--- src/fifo_pkg.sv ---
`default_nettype none

package fifo_pkg;

	////////////////////////////////////////
	// default sizes
	////////////////////////////////////////

	// word width of the stream
	localparam int DATA_W_DEF = 32;
	// ram address width, 16 entries
	localparam int ADDR_W_DEF = 4;
	// threshold for have_n and almost_full
	localparam int ALMOST_N_DEF = 4;

	////////////////////////////////////////
	// encodings
	////////////////////////////////////////

	// ram fill quartile, full ram saturates at q3
	typedef enum logic [1:0] {
		LVL_Q0 = 2'd0,
		LVL_Q1 = 2'd1,
		LVL_Q2 = 2'd2,
		LVL_Q3 = 2'd3
	} fifo_level_e;

	// output register states
	typedef enum logic [1:0] {
		OUT_IDLE = 2'd0,
		OUT_WAIT = 2'd1,
		OUT_HOLD = 2'd2
	} out_state_e;

endpackage

`default_nettype wire

--- src/fifo_ram_if.sv ---
`timescale 1ns/1ps
`default_nettype none

interface fifo_ram_if
	import fifo_pkg::*;
#(
	parameter int DATA_W = DATA_W_DEF,
	parameter int ADDR_W = ADDR_W_DEF
) ();

	// write port
	logic              wr_en;
	logic [ADDR_W-1:0] wr_addr;
	logic [DATA_W-1:0] wr_data;

	// read port, data valid one cycle after rd_en
	logic              rd_en;
	logic [ADDR_W-1:0] rd_addr;
	logic [DATA_W-1:0] rd_data;

	// controller side
	modport ctrl (
		output wr_en, wr_addr, wr_data,
		output rd_en, rd_addr,
		input  rd_data
	);

	// storage side
	modport ram (
		input  wr_en, wr_addr, wr_data,
		input  rd_en, rd_addr,
		output rd_data
	);

endinterface

`default_nettype wire

--- src/fifo_ram.sv ---
`timescale 1ns/1ps
`default_nettype none

module fifo_ram
	import fifo_pkg::*;
#(
	parameter int DATA_W = DATA_W_DEF,
	parameter int ADDR_W = ADDR_W_DEF
) (
	input  wire logic clk,
	fifo_ram_if.ram   ram
);

	localparam int DEPTH = 1 << ADDR_W;

	// storage array, no reset
	logic [DATA_W-1:0] mem [DEPTH];

	// write port
	always_ff @(posedge clk) begin
		if (ram.wr_en) begin
			mem[ram.wr_addr] <= ram.wr_data;
		end
	end

	// registered read port
	// the controller never reads a slot in the cycle it is written
	always_ff @(posedge clk) begin
		if (ram.rd_en) begin
			ram.rd_data <= mem[ram.rd_addr];
		end
	end

endmodule

`default_nettype wire

--- src/fifo_in_stage.sv ---
`timescale 1ns/1ps
`default_nettype none

module fifo_in_stage
	import fifo_pkg::*;
#(
	parameter int DATA_W = DATA_W_DEF
) (
	input  wire logic              clk,
	input  wire logic              rst,
	input  wire logic              clr,
	input  wire logic              enq,
	input  wire logic [DATA_W-1:0] d_in,
	input  wire logic              take,
	output logic                   push,
	output logic [DATA_W-1:0]      push_data,
	output logic                   full_n
);

	// one word holding register
	logic              held;
	logic [DATA_W-1:0] word;

	// accepts when empty or when the held word leaves this edge
	assign full_n = !held || take;

	// offer the held word to the controller
	assign push      = held;
	assign push_data = word;

	////////////////////////////////////////
	// occupancy
	////////////////////////////////////////

	always_ff @(posedge clk) begin
		if (!rst) begin
			held <= 1'b0;
		end else if (clr) begin
			held <= 1'b0;
		end else if (enq && full_n) begin
			// new word replaces or follows the drained one
			held <= 1'b1;
		end else if (take) begin
			held <= 1'b0;
		end
	end

	// payload
	always_ff @(posedge clk) begin
		if (enq && full_n) begin
			word <= d_in;
		end
	end

endmodule

`default_nettype wire

--- src/fifo_ctrl.sv ---
`timescale 1ns/1ps
`default_nettype none

module fifo_ctrl
	import fifo_pkg::*;
#(
	parameter int DATA_W   = DATA_W_DEF,
	parameter int ADDR_W   = ADDR_W_DEF,
	parameter int ALMOST_N = ALMOST_N_DEF
) (
	input  wire logic              clk,
	input  wire logic              rst,
	input  wire logic              clr,
	input  wire logic              push,
	input  wire logic [DATA_W-1:0] push_data,
	input  wire logic              room,
	fifo_ram_if.ctrl               ram,
	output logic                   take,
	output logic                   rd_issued,
	output fifo_level_e            level,
	output logic                   have_n,
	output logic                   almost_full
);

	localparam int DEPTH = 1 << ADDR_W;
	// flag thresholds on the count
	localparam logic [ADDR_W:0] HAVE_TH = (ADDR_W+1)'(ALMOST_N);
	localparam logic [ADDR_W:0] FULL_TH = (ADDR_W+1)'(DEPTH - ALMOST_N);

	logic [ADDR_W-1:0] wp;
	logic [ADDR_W-1:0] rp;
	logic [ADDR_W-1:0] wp_pl1;
	logic [ADDR_W-1:0] rp_pl1;
	// guard bit, set when a write closes the gap to rp
	logic              gb;
	logic [ADDR_W:0]   cnt;
	logic [ADDR_W:0]   cnt_nxt;
	logic              full;
	logic              empty;
	logic              wr;
	logic              rd;

	////////////////////////////////////////
	// full and empty from pointers
	////////////////////////////////////////

	// equal pointers, guard tells which
	assign full  = (wp == rp) && gb;
	assign empty = (wp == rp) && !gb;

	assign take = !full;
	assign wr   = push && take;
	// read only when the output register can take the word
	assign rd   = !empty && room;

	assign wp_pl1 = wp + ADDR_W'(1);
	assign rp_pl1 = rp + ADDR_W'(1);

	// ram port drive
	assign ram.wr_en   = wr;
	assign ram.wr_addr = wp;
	assign ram.wr_data = push_data;
	assign ram.rd_en   = rd;
	assign ram.rd_addr = rp;
	assign rd_issued   = rd;

	////////////////////////////////////////
	// pointers and guard bit
	////////////////////////////////////////

	always_ff @(posedge clk) begin
		if (!rst || clr) begin
			wp <= '0;
			rp <= '0;
			gb <= 1'b0;
		end else begin
			if (wr) begin
				wp <= wp_pl1;
			end
			if (rd) begin
				rp <= rp_pl1;
			end
			// guard only moves when one side acts alone
			if (wr && !rd && (wp_pl1 == rp)) begin
				gb <= 1'b1;
			end else if (rd && !wr) begin
				gb <= 1'b0;
			end
		end
	end

	////////////////////////////////////////
	// occupancy and status
	////////////////////////////////////////

	always_comb begin
		case ({wr, rd})
			2'b10:   cnt_nxt = cnt + (ADDR_W+1)'(1);
			2'b01:   cnt_nxt = cnt - (ADDR_W+1)'(1);
			default: cnt_nxt = cnt;
		endcase
	end

	// flags follow the next count so they line up with cnt
	always_ff @(posedge clk) begin
		if (!rst || clr) begin
			cnt         <= '0;
			have_n      <= 1'b0;
			almost_full <= 1'b0;
		end else begin
			cnt         <= cnt_nxt;
			have_n      <= cnt_nxt >= HAVE_TH;
			almost_full <= cnt_nxt >= FULL_TH;
		end
	end

	// quartile from top count bits, top bit saturates
	assign level = cnt[ADDR_W] ? LVL_Q3 : fifo_level_e'(cnt[ADDR_W-1 -: 2]);

endmodule

`default_nettype wire

--- src/fifo_out_stage.sv ---
`timescale 1ns/1ps
`default_nettype none

module fifo_out_stage
	import fifo_pkg::*;
#(
	parameter int DATA_W = DATA_W_DEF
) (
	input  wire logic              clk,
	input  wire logic              rst,
	input  wire logic              clr,
	input  wire logic              rd_issued,
	input  wire logic [DATA_W-1:0] rd_data,
	input  wire logic              deq,
	output logic                   room,
	output logic [DATA_W-1:0]      d_out,
	output logic                   empty_n
);

	out_state_e state;
	out_state_e state_nxt;

	// room when idle, or when the presented word leaves now
	assign room    = (state == OUT_IDLE) || ((state == OUT_HOLD) && deq);
	assign empty_n = (state == OUT_HOLD);

	////////////////////////////////////////
	// output FSM
	////////////////////////////////////////

	always_comb begin
		state_nxt = state;
		case (state)
			OUT_IDLE: begin
				if (rd_issued) begin
					state_nxt = OUT_WAIT;
				end
			end
			// ram data lands this edge
			OUT_WAIT: state_nxt = OUT_HOLD;
			OUT_HOLD: begin
				// back to back read keeps the stream going
				if (deq) begin
					state_nxt = rd_issued ? OUT_WAIT : OUT_IDLE;
				end
			end
			default: state_nxt = OUT_IDLE;
		endcase
	end

	always_ff @(posedge clk) begin
		if (!rst || clr) begin
			state <= OUT_IDLE;
		end else begin
			state <= state_nxt;
		end
	end

	// capture registered ram output one edge after the read
	always_ff @(posedge clk) begin
		if (state == OUT_WAIT) begin
			d_out <= rd_data;
		end
	end

endmodule

`default_nettype wire

--- src/srl_fifo_top.sv ---
`timescale 1ns/1ps
`default_nettype none

module srl_fifo_top
	import fifo_pkg::*;
#(
	parameter int DATA_W   = DATA_W_DEF,
	parameter int ADDR_W   = ADDR_W_DEF,
	parameter int ALMOST_N = ALMOST_N_DEF
) (
	input  wire logic              clk,
	input  wire logic              rst,
	input  wire logic              clr,
	input  wire logic              enq,
	input  wire logic [DATA_W-1:0] d_in,
	input  wire logic              deq,
	output logic [DATA_W-1:0]      d_out,
	output logic                   empty_n,
	output logic                   full_n,
	output logic [1:0]             level,
	output logic                   have_n,
	output logic                   almost_full
);

	// input register to controller
	logic              push;
	logic [DATA_W-1:0] push_data;
	logic              take;
	// controller to output register
	logic              room;
	logic              rd_issued;

	fifo_ram_if #(.DATA_W(DATA_W), .ADDR_W(ADDR_W)) ram_if ();

	////////////////////////////////////////
	// stages
	////////////////////////////////////////

	fifo_in_stage #(.DATA_W(DATA_W)) in_i (
		.clk       (clk),
		.rst       (rst),
		.clr       (clr),
		.enq       (enq),
		.d_in      (d_in),
		.take      (take),
		.push      (push),
		.push_data (push_data),
		.full_n    (full_n)
	);

	fifo_ctrl #(.DATA_W(DATA_W), .ADDR_W(ADDR_W), .ALMOST_N(ALMOST_N)) ctrl_i (
		.clk         (clk),
		.rst         (rst),
		.clr         (clr),
		.push        (push),
		.push_data   (push_data),
		.room        (room),
		.ram         (ram_if.ctrl),
		.take        (take),
		.rd_issued   (rd_issued),
		.level       (level),
		.have_n      (have_n),
		.almost_full (almost_full)
	);

	fifo_ram #(.DATA_W(DATA_W), .ADDR_W(ADDR_W)) ram_i (
		.clk (clk),
		.ram (ram_if.ram)
	);

	fifo_out_stage #(.DATA_W(DATA_W)) out_i (
		.clk       (clk),
		.rst       (rst),
		.clr       (clr),
		.rd_issued (rd_issued),
		.rd_data   (ram_if.rd_data),
		.deq       (deq),
		.room      (room),
		.d_out     (d_out),
		.empty_n   (empty_n)
	);

endmodule

`default_nettype wire

--- config.mk ---
export PLATFORM = sky130hd
export DESIGN_NAME = srl_fifo_top
export DESIGN_NICKNAME = d
export VERILOG_FILES = /design/src/fifo_pkg.sv /design/src/fifo_ram_if.sv /design/src/fifo_ram.sv /design/src/fifo_in_stage.sv /design/src/fifo_ctrl.sv /design/src/fifo_out_stage.sv /design/src/srl_fifo_top.sv
export SDC_FILE = /design/constraint.sdc
export NUM_CORES = 1
export LEC_CHECK = 0
export BUFFER_PORTS_ARGS = -buffer_cell sky130_fd_sc_hd__buf_4
export CAP_MARGIN = 20
export CORE_ASPECT_RATIO = 1.25
export CORE_MARGIN = 2
export CORE_UTILIZATION = 30
export CTS_BUF_LIST = sky130_fd_sc_hd__clkbuf_8 sky130_fd_sc_hd__clkbuf_16
export CTS_CLUSTER_DIAMETER = 150
export DETAILED_ROUTE_END_ITERATION = 6
export PLACE_DENSITY = 0.47
export SLEW_MARGIN = 20
export SYNTH_ARGS = -nofsm -noshare
export SYNTH_HDL_FRONTEND = slang
export SYNTH_SLANG_ARGS = --single-unit
--- constraint.sdc ---
create_clock -name clk -period 5.1 [get_ports clk]
set_clock_uncertainty 0.15 [all_clocks]
set_input_delay 0.51 -clock clk [delete_from_list [all_inputs] [get_ports clk]]
set_output_delay 0.51 -clock clk [all_outputs]
set_load 0.02 [all_outputs]
==> results.json, run 1 <==
{
  "grt.busiest_layer": "met2",
  "cap_viol_max_count": 0,
  "crit_buf_inv": 2,
  "ys_ff_latch": 627,
  "antenna_found_initial": 0,
  "die_w_um": 255.7,
  "cts_buffers": 61,
  "yosysMostFrequentCell": "edfxtp_1",
  "post_drt_wl_per_cell_um": 22.98,
  "clockBufferDepth": 3,
  "final_net_count": 1379,
  "power_mw": 10.54,
  "ys.flop_type": "edfxtp_1",
  "cts_sinks": 627,
  "start_util_pct": 30.23,
  "crit_arrival_ns": 3.83,
  "hold_class": "in -> reg",
  "synth-edff-count": 608,
  "post-cts-setup-buffer-count": 0,
  "use_met2_pct": 25.12,
  "path_delay_family": "flip-flops",
  "period_needed_ns": 3.501,
  "route.detailed.drc": 0,
  "rrSetupSlack_ns": 1.60,
  "slew_headroom_pct": 32.61,
  "timing.rr.end": "ctrl_i.have_n",
  "cts.reportedPaths.clkPinSlew_ns": 0.06,
  "synth.cell_area_um2": 23750,
  "rsz0062_at_grt": "false",
  "rows": 115,
  "synth_area_per_cell_um2": 19.91,
  "cp_slowest_cell": "dfxtp_4",
  "postRouteAntennaNets": 0,
  "synth_seq_area_share_pct": 78.47,
  "setup_tns_ns": 0,
  "dpl.hpwl_um": 29410,
  "clk_latency_ns": 0.63,
  "cts_tree": "built",
  "hold_path_depth": 4,
  "ctsResizeCount": 0,
  "status": "finished clean",
  "placed_area_um2": 25550,
  "portBuffers": 74,
  "yosys-top-cells-count": "edfxtp_1 (608), mux2i_1 (100), o21ai_0 (65), mux4_2 (64), a21oi_1 (40)",
  "synthCells": 1193,
  "hp-start": "deq",
  "holdPathEnd": "out_i.state[1]",
  "core_um2": 78560,
  "dr.pass1.iters": 5,
  "syn_nets": 1241,
  "yosys_warnings": 0,
  "ir_drop_mv": 0.2887,
  "worst_ep_required_time_ns": 5.43,
  "use_met1_pct": 16.56,
  "cts-htree-levels": 2,
  "cts_hold_buf": 33,
  "crit_chain": "xnor2_2 -> nand4b_4 -> o21a_2 -> inv_1 -> ha_1 -> inv_1 -> fa_1 -> nand2b_1 -> a21oi_1 -> mux2i_1 -> mux2i_1 -> o21ai_0",
  "diodes": 0,
  "vias_per_cell": 4.681,
  "routed_wl_um": 55990,
  "clock.fmax_mhz": 285.6,
  "cp_max_fo": 26,
  "synth_top_cell_by_area": "edfxtp_1",
  "dr.first_iter.drc_count": 702,
  "crit_path_end_kind": "register",
  "synthArstFlopShare_pct": 0,
  "synth_cell_type_count": 39,
  "grt_max_degree": 106,
  "fill_cells": 7392,
  "synthTopCellsByArea": "edfxtp_1 (77%), mux4_2 (6.1%), mux2i_1 (4.2%)",
  "place_inst": 2288,
  "grt_pass1_wl_um": 81610,
  "num_vias": 11400,
  "drive_gt1_share_pct": 22.92,
  "synthToLayoutAreaGrowth_pct": 17.44,
  "hold_viol": 0,
  "die_area_um2": 81450,
  "leakagePower_nw": 8.736,
  "synth_top_area_share_pct": 76.87,
  "setup_viol": 0,
  "powerDensity_nw_per_um2": 378.0,
  "die_h_um": 318.6,
  "r2r_cells": 12,
  "final_core_util_pct": 35.50,
  "grt_pass1_vias": 11980,
  "crit_path_max_incr_delay_ns": 0.67,
  "startpoint_type": "register",
  "grt_util_all_layers_pct": 13.72,
  "overflow": 0,
  "clock_tree.root_cell": "clkbuf_16",
  "met3_usage_pct": 2.213,
  "r2r_start": "ctrl_i.ram.rd_addr[0]",
  "fin_cells": 2436,
  "drv_slew": 0,
  "worstMarginPinSlew_ns": 1.009,
  "ios": 75,
  "globalplace.congestion": 0.7151,
  "path_class": "reg -> reg",
  "fin_crit_sh_pct": 68.64,
  "design_area_um2": 27890
}
-- registers in the layout, indices dropped and copies added, names as in the netlist --
register            cells
ram_i.mem             512
in_i.push_data         32
out_i.d_out            32
ram_i.ram.rd_data      32
ctrl_i.cnt              5
ctrl_i.ram.rd_addr      4
ctrl_i.ram.wr_addr      4
out_i.state             2
ctrl_i.almost_full      1
ctrl_i.gb               1
ctrl_i.have_n           1
in_i.push               1
-- cell families (layout without fill, tap and decap cells) --
group	count (synthesis)	after routing	share of synthesized area [%]
buffers and inverters	73	263	1.875
XOR/XNOR	16	16	0.6532
multiplexers	196	196	11.80
AO/OA/AOI/OAI	180	180	4.784
adder cells (fa/ha/maj)	11	11	0.6111
flip-flops	627	627	78.47
AND/OR/NAND/NOR	90	90	1.802
-- placed cells by master (no fill, tap or decap), drive strengths merged, types with 32 or more instances in the layout --
cell and instances:
o21ai 66, mux2 32, mux4 64, a22oi 32, a221oi 32, mux2i 100
edfxtp 608, buf 103, clkbuf 63, dlygate4sd3 33, a21oi 40, nand2 35
-- metal layers --
metal | vias up | part of all wire [%]
met2 | 203 | 53
li1 | 5116 | -
met3 | 88 | 3.6
met1 | 5995 | 41
met5 | - | 0
met4 | 0 | 2.2
-- stage by stage --
step	hold WS [ns]	worst slack [ns]
6_report	0.06137	1.599
4_1_cts	0.01575	1.564
3_5_place_dp	0.2545	1.582
2_1_floorplan	0.2503	1.248
5_1_grt	0.06598	1.324
3_3_place_gp	0.2548	1.631
-- worst reg2reg max path, stage by stage, from the launching register on --
cell	delay [ns]
dfxtp_4	0.67
xnor2_2	0.20
nand4b_4	0.18
o21a_2	0.34
inv_1	0.09
ha_1	0.23
inv_1	0.11
fa_1	0.40
nand2b_1	0.16
a21oi_1	0.16
mux2i_1	0.25
mux2i_1	0.29
o21ai_0	0.12
-- worst max-delay path by stage --
stage | start | to | slack (ns) | cells after the start
2_1_floorplan | ctrl_i.ram.wr_addr[3] | ram_i.mem[3][0] | 1.25 | 5
3_3_place_gp | ctrl_i.ram.rd_addr[0] | ctrl_i.have_n | 1.63 | 12
3_5_place_dp | ctrl_i.ram.rd_addr[0] | ctrl_i.have_n | 1.58 | 12
4_1_cts | ctrl_i.ram.rd_addr[0] | ctrl_i.have_n | 1.56 | 12
5_1_grt | ctrl_i.ram.rd_addr[0] | ctrl_i.have_n | 1.32 | 12
6_report | ctrl_i.ram.rd_addr[0] | ctrl_i.have_n | 1.60 | 12
-- area by class of cell --
| type | count | area, µm² | share of cell area [%] |
|---|---|---|---|
| multi-input combinational | 493 | 4737 | 16.98 |
| sequential | 627 | 18650 | 66.86 |
| clock inverter | 52 | 440.4 | 1.579 |
| clock buffer | 63 | 1577 | 5.652 |
| timing repair buffer | 136 | 1129 | 4.046 |
| inverter | 12 | 45.04 | 0.1615 |
| tap | 1053 | 1318 | 4.723 |
-- power by group --
group          leakage (nW)  internal, mW  switching, mW
logic                  2.04        0.0877         0.0859
clock network          1.05          2.63           1.92
registers              5.65          5.73         0.0915
total                  8.74          8.45           2.10
No activity file was read; power rests on OpenSTA's default activity.
==> run 2: changes to the inputs <==
- clock period: 5.1 -> 3.5 ns (I/O delays scaled with it)
==> results.json, run 2 (same netlist as run 1, synthesis figures left out) <==
{
  "status": "finished clean",
  "clock.fmax_mhz": 309.2,
  "design_area_um2": 28350,
  "placed_area_um2": 25860,
  "cap_viol_max_count": 0,
  "path_class": "reg -> reg",
  "worstMarginPinSlew_ns": 1.004,
  "crit_arrival_ns": 3.54,
  "final_core_util_pct": 36.09,
  "crit_path_end_kind": "register",
  "clock_tree.root_cell": "clkbuf_16",
  "fin_crit_sh_pct": 92.41,
  "hold_class": "reg -> reg",
  "dpl.hpwl_um": 30090,
  "cp_max_fo": 7,
  "grt_pass1_wl_um": 83160,
  "dr_wl_met3_um": 1781,
  "crit_chain": "xnor2_2 -> nand4b_4 -> o21a_2 -> inv_1 -> ha_1 -> inv_1 -> fa_1 -> nand2b_1 -> a21oi_1 -> mux2i_1 -> mux2i_1 -> o21ai_0",
  "post_drt_wl_per_cell_um": 23.21,
  "grt_max_degree": 66,
  "period_needed_ns": 3.234,
  "worst_ep_required_time_ns": 3.80,
  "grt_pass1_vias": 12070,
  "startpoint_type": "register",
  "ir_drop_mv": 0.4429,
  "highest_layer": "met4",
  "antenna_found_initial": 0,
  "cts_sinks": 627,
  "drv_slew": 0,
  "dr.first_iter.drc_count": 834,
  "drt-met1-wl_um": 23150,
  "overflow": 0,
  "clockBufferDepth": 3,
  "route.detailed.drc": 0,
  "core_um2": 78560,
  "rsz0062_at_grt": "false",
  "clk_latency_ns": 0.63,
  "final_net_count": 1396,
  "post-cts-setup-buffer-count": 0,
  "setup_tns_ns": 0,
  "internal_power_mw": 12.65,
  "routed_wl_um": 56900,
  "pwr-share-seq_pct": 53.9,
  "leakagePower_nw": 8.882,
  "die_area_um2": 81450,
  "grt_util_all_layers_pct": 13.96,
  "comb_power_share_pct": 1.7,
  "p_sw_mw": 3.083,
  "cts-htree-levels": 2,
  "setup_viol": 0,
  "diodes": 0,
  "crit_path_max_incr_delay_ns": 0.49,
  "regMostFlops": "ram_i.mem",
  "slew_headroom_pct": 33.08,
  "met2_length_um": 30640,
  "num_vias": 11410,
  "sw_frac_of_total_pct": 19.60,
  "start_util_pct": 30.23,
  "powerDensity_nw_per_um2": 554.9,
  "final_common_cell": "edfxtp_1",
  "cts_buffers": 60,
  "die_h_um": 318.6,
  "drive_gt1_share_pct": 24.59,
  "dr.pass1.iters": 5,
  "largest_reg_flops": 512,
  "cts.reportedPaths.clkPinSlew_ns": 0.07,
  "postRouteAntennaNets": 0,
  "ios": 75,
  "hold_viol": 0,
  "rows": 115,
  "vias_per_cell": 4.652,
  "synthToLayoutAreaGrowth_pct": 19.37,
  "portBuffers": 74,
  "globalplace.congestion": 0.7433,
  "cts_tree": "built",
  "final_cell_mix": "edfxtp_1 (608), buf_4 (103), mux2i_1 (100)",
  "clkPwrFrac_pct": 44.4,
  "die_w_um": 255.7,
  "cp_slowest_cell": "dfxtp_1"
}
==> run 2: cell types whose count changed in the layout (fill, tap and decap cells not counted), sizes merged <==
cell         previous run  this run
bufinv                  8        13
dlygate4sd3            33        34
clkbuf                 63        62
inv                    29        20
clkinv                 27        24
buf                   103       120
clkinvlp                0         6
==> run 2: power groups by stage <==
stage               clock network (mW)  logic (mW)  registers (mW)
floorplan                            0       0.146            8.59
global placement                     0       0.243            8.63
detailed placement                   0       0.244            8.64
CTS                               7.20       0.276            8.48
global route                      7.48       0.292            8.49
finish                            6.99       0.266            8.48
==> run 2: stage by stage <==
| stage | hold slack [ns] | setup slack [ns] | total power [mW] | instances |
|---|---|---|---|---|
| floorplan | 0.2503 | 0.05830 | 8.731 | 1193 |
| CTS | 0.2443 | 0.2562 | 15.95 | 2452 |
| detailed placement | 0.2545 | 0.2816 | 8.884 | 2305 |
| global placement | 0.2509 | 0.3862 | 8.873 | 2305 |
| finish | 0.2628 | 0.2656 | 15.73 | 2452 |
| global route | 0.2523 | 0.02209 | 16.27 | 2452 |
==> run 2: repair_timing <==
item	CTS	global route
gates resized for setup	0	0
hold buffers	34	0
setup endpoints to repair	0	0
endpoints found under the hold margin	34	0
==> run 2: path summary, 6_finish.rpt <==
| path | depth (start not counted) | endpoint | startpoint | slack [ns] |
|---|---|---|---|---|
| hold reg to reg | 0 | out_i.d_out[18] | ram_i.ram.rd_data[18] | 0.26 |
| setup reg to reg | 12 | ctrl_i.have_n | ctrl_i.ram.wr_addr[0] | 0.27 |
| setup / recovery | 12 | ctrl_i.have_n | ctrl_i.ram.wr_addr[0] | 0.27 |
| hold / removal | 0 | out_i.d_out[18] | ram_i.ram.rd_data[18] | 0.26 |
==> run 2: area by class of cell <==
class	count	area (µm²)
well taps	1053	1318
multi-input cells	493	4737
flip-flops and latches	627	18650
inverters	12	48.80
clock inverters	51	594.3
fillers	7330	50210
repair buffers	154	1454
clock buffers	62	1551
==> run 2: per-layer routing <==
metal,up-vias,GRT usage [%]
met2,195,26.12
met3,78,2.061
met5,-,0
li1,5164,-
met1,5970,16.56
met4,0,3.847
==> run 2: worst max-delay path: cells and delay by family (launching register included) <==
kind | cells | cell delay, ns
adders and majority gates | 2 | 0.65
muxes | 2 | 0.55
AOI/OAI and AO/OA | 3 | 0.53
DFF | 1 | 0.49
and+or+nand+nor | 2 | 0.34
xor gates and xnor gates | 1 | 0.19
buffers and inverters | 2 | 0.17
==> run 3: changes to the inputs <==
--- a/config.mk
+++ b/config.mk
@@ -14,5 +14,4 @@
 export CTS_CLUSTER_DIAMETER = 150
 export DETAILED_ROUTE_END_ITERATION = 6
-export PLACE_DENSITY = 0.47
 export SLEW_MARGIN = 20
 export SYNTH_ARGS = -nofsm -noshare
==> constraint.sdc (replaced) <==
create_clock -name clk -period 3.5 [get_ports clk]
set_clock_uncertainty 0.15 [all_clocks]
set_input_delay 0.175 -clock clk [delete_from_list [all_inputs] [get_ports clk]]
set_output_delay 0.175 -clock clk [all_outputs]
set_load 0.02 [all_outputs]
==> results.json, run 3 (same netlist as run 1, synthesis figures left out) <==
{
  "hold_path_depth": 2,
  "post-cts-setup-buffer-count": 0,
  "overflow": 0,
  "cts-htree-levels": 2,
  "path_class": "reg -> reg",
  "startpoint_type": "register",
  "hp-start": "d_in[11]",
  "r2r_start": "ctrl_i.ram.wr_addr[0]",
  "fin_crit_sh_pct": 93.87,
  "cap_viol_max_count": 0,
  "crit_path_end_kind": "register",
  "powerDensity_nw_per_um2": 543.4,
  "drive_gt1_share_pct": 23.85,
  "r2r_cells": 12,
  "status": "finished clean",
  "rsz0062_at_grt": "false",
  "grt_util_all_layers_pct": 12.66,
  "grt_pass1_vias": 12090,
  "clock_tree.root_cell": "clkbuf_16",
  "final_common_cell": "edfxtp_1",
  "grt_pass1_wl_um": 78200,
  "cts_buffers": 58,
  "startpoint": "ctrl_i.ram.wr_addr[0]",
  "dpl.hpwl_um": 29110,
  "slew_headroom_pct": 24.49,
  "cts_sinks": 627,
  "final_cell_mix": "edfxtp_1 (608), buf_4 (112), mux2i_1 (100)",
  "ir_drop_mv": 0.4146,
  "routed_wl_um": 52090,
  "postRouteAntennaNets": 0,
  "worst_ep_required_time_ns": 3.79,
  "dr.pass1.iters": 5,
  "setup_tns_ns": 0,
  "antenna_found_initial": 1,
  "route.detailed.drc": 0,
  "drv_slew": 0,
  "hold_viol": 0,
  "post_drt_wl_per_cell_um": 21.34,
  "cts_tree": "built",
  "core_um2": 78560,
  "place_inst": 2299,
  "leakagePower_nw": 8.731,
  "regMostFlops": "ram_i.mem",
  "rows": 115,
  "num_vias": 11470,
  "start_util_pct": 30.23,
  "cts.reportedPaths.clkPinSlew_ns": 0.07,
  "largest_reg_flops": 512,
  "cp_max_fo": 7,
  "fin_cells": 2441,
  "hold_class": "in -> reg",
  "diodes": 0,
  "clock.fmax_mhz": 304.4,
  "ios": 75,
  "final_net_count": 1388,
  "fill_cells": 7345,
  "die_area_um2": 81450,
  "placed_area_um2": 25630,
  "period_needed_ns": 3.286,
  "rrSetupSlack_ns": 0.21,
  "clockBufferDepth": 3,
  "globalplace.congestion": 0.7200,
  "portBuffers": 74,
  "design_area_um2": 27920,
  "setup_viol": 0,
  "worstMarginPinSlew_ns": 1.130,
  "die_w_um": 255.7,
  "grt_max_degree": 110,
  "synthToLayoutAreaGrowth_pct": 17.57,
  "final_core_util_pct": 35.54,
  "dr.first_iter.drc_count": 901,
  "vias_per_cell": 4.697,
  "crit_arrival_ns": 3.57,
  "die_h_um": 318.6,
  "clk_latency_ns": 0.59
}
run 3: what timing repair did:
action                                 CTS  global route
gates resized for setup                  0             0
hold buffers                            34             0
endpoints found under the hold margin   35             0
run 3: final timing paths:
path	endpoint
min	in_i.push_data[11]
max	ctrl_i.have_n
min reg2reg	out_i.d_out[15]
max reg2reg	ctrl_i.have_n
run 3: worst max-delay path, cell delays in order (launching register included):
cell      delay, ns
dfxtp_1        0.48
xnor2_2        0.19
nand4b_4       0.18
o21a_2         0.24
inv_1          0.06
ha_1           0.24
inv_1          0.11
fa_1           0.41
nand2b_1       0.17
a21oi_1        0.17
mux2i_1        0.28
mux2i_1        0.29
o21ai_0        0.14
run 3: power breakdown:
part	internal (mW)	total [mW]	switching, mW
registers	8.35	8.48	0.132
clock network	3.73	6.44	2.71
logic	0.131	0.261	0.129
run 3: per-stage QoR:
stage               total power, mW  setup WS, ns  hold WS (ns)
CTS                           15.33        0.2083        0.1235
detailed placement            8.881        0.2375        0.2047
finish                        15.17        0.2145        0.1523
floorplan                     8.731       0.05830        0.1239
global route                  15.64      0.003115        0.1380
global placement              8.866        0.3642        0.2059
run 3: final cells by class:
| type | count | area [µm²] | share of cell area (%) |
|---|---|---|---|
| tap | 1053 | 1318 | 4.718 |
| sequential | 627 | 18650 | 66.78 |
| clock buffer | 59 | 1476 | 5.287 |
| timing repair buffer | 148 | 1221 | 4.373 |
| inverter | 12 | 48.80 | 0.1747 |
| clock inverter | 49 | 475.5 | 1.703 |
| multi-input combinational | 493 | 4737 | 16.96 |
run 3: routing by layer:
| layer | GRT usage (%) | vias up | share of wire, % |
|---|---|---|---|
| met1 | 15.44 | 5967 | 41 |
| met3 | 1.568 | 66 | 4.0 |
| met2 | 23.27 | 297 | 53 |
| met5 | 0 | - | 0 |
| li1 | - | 5135 | - |
| met4 | 3.873 | 0 | 2.2 |
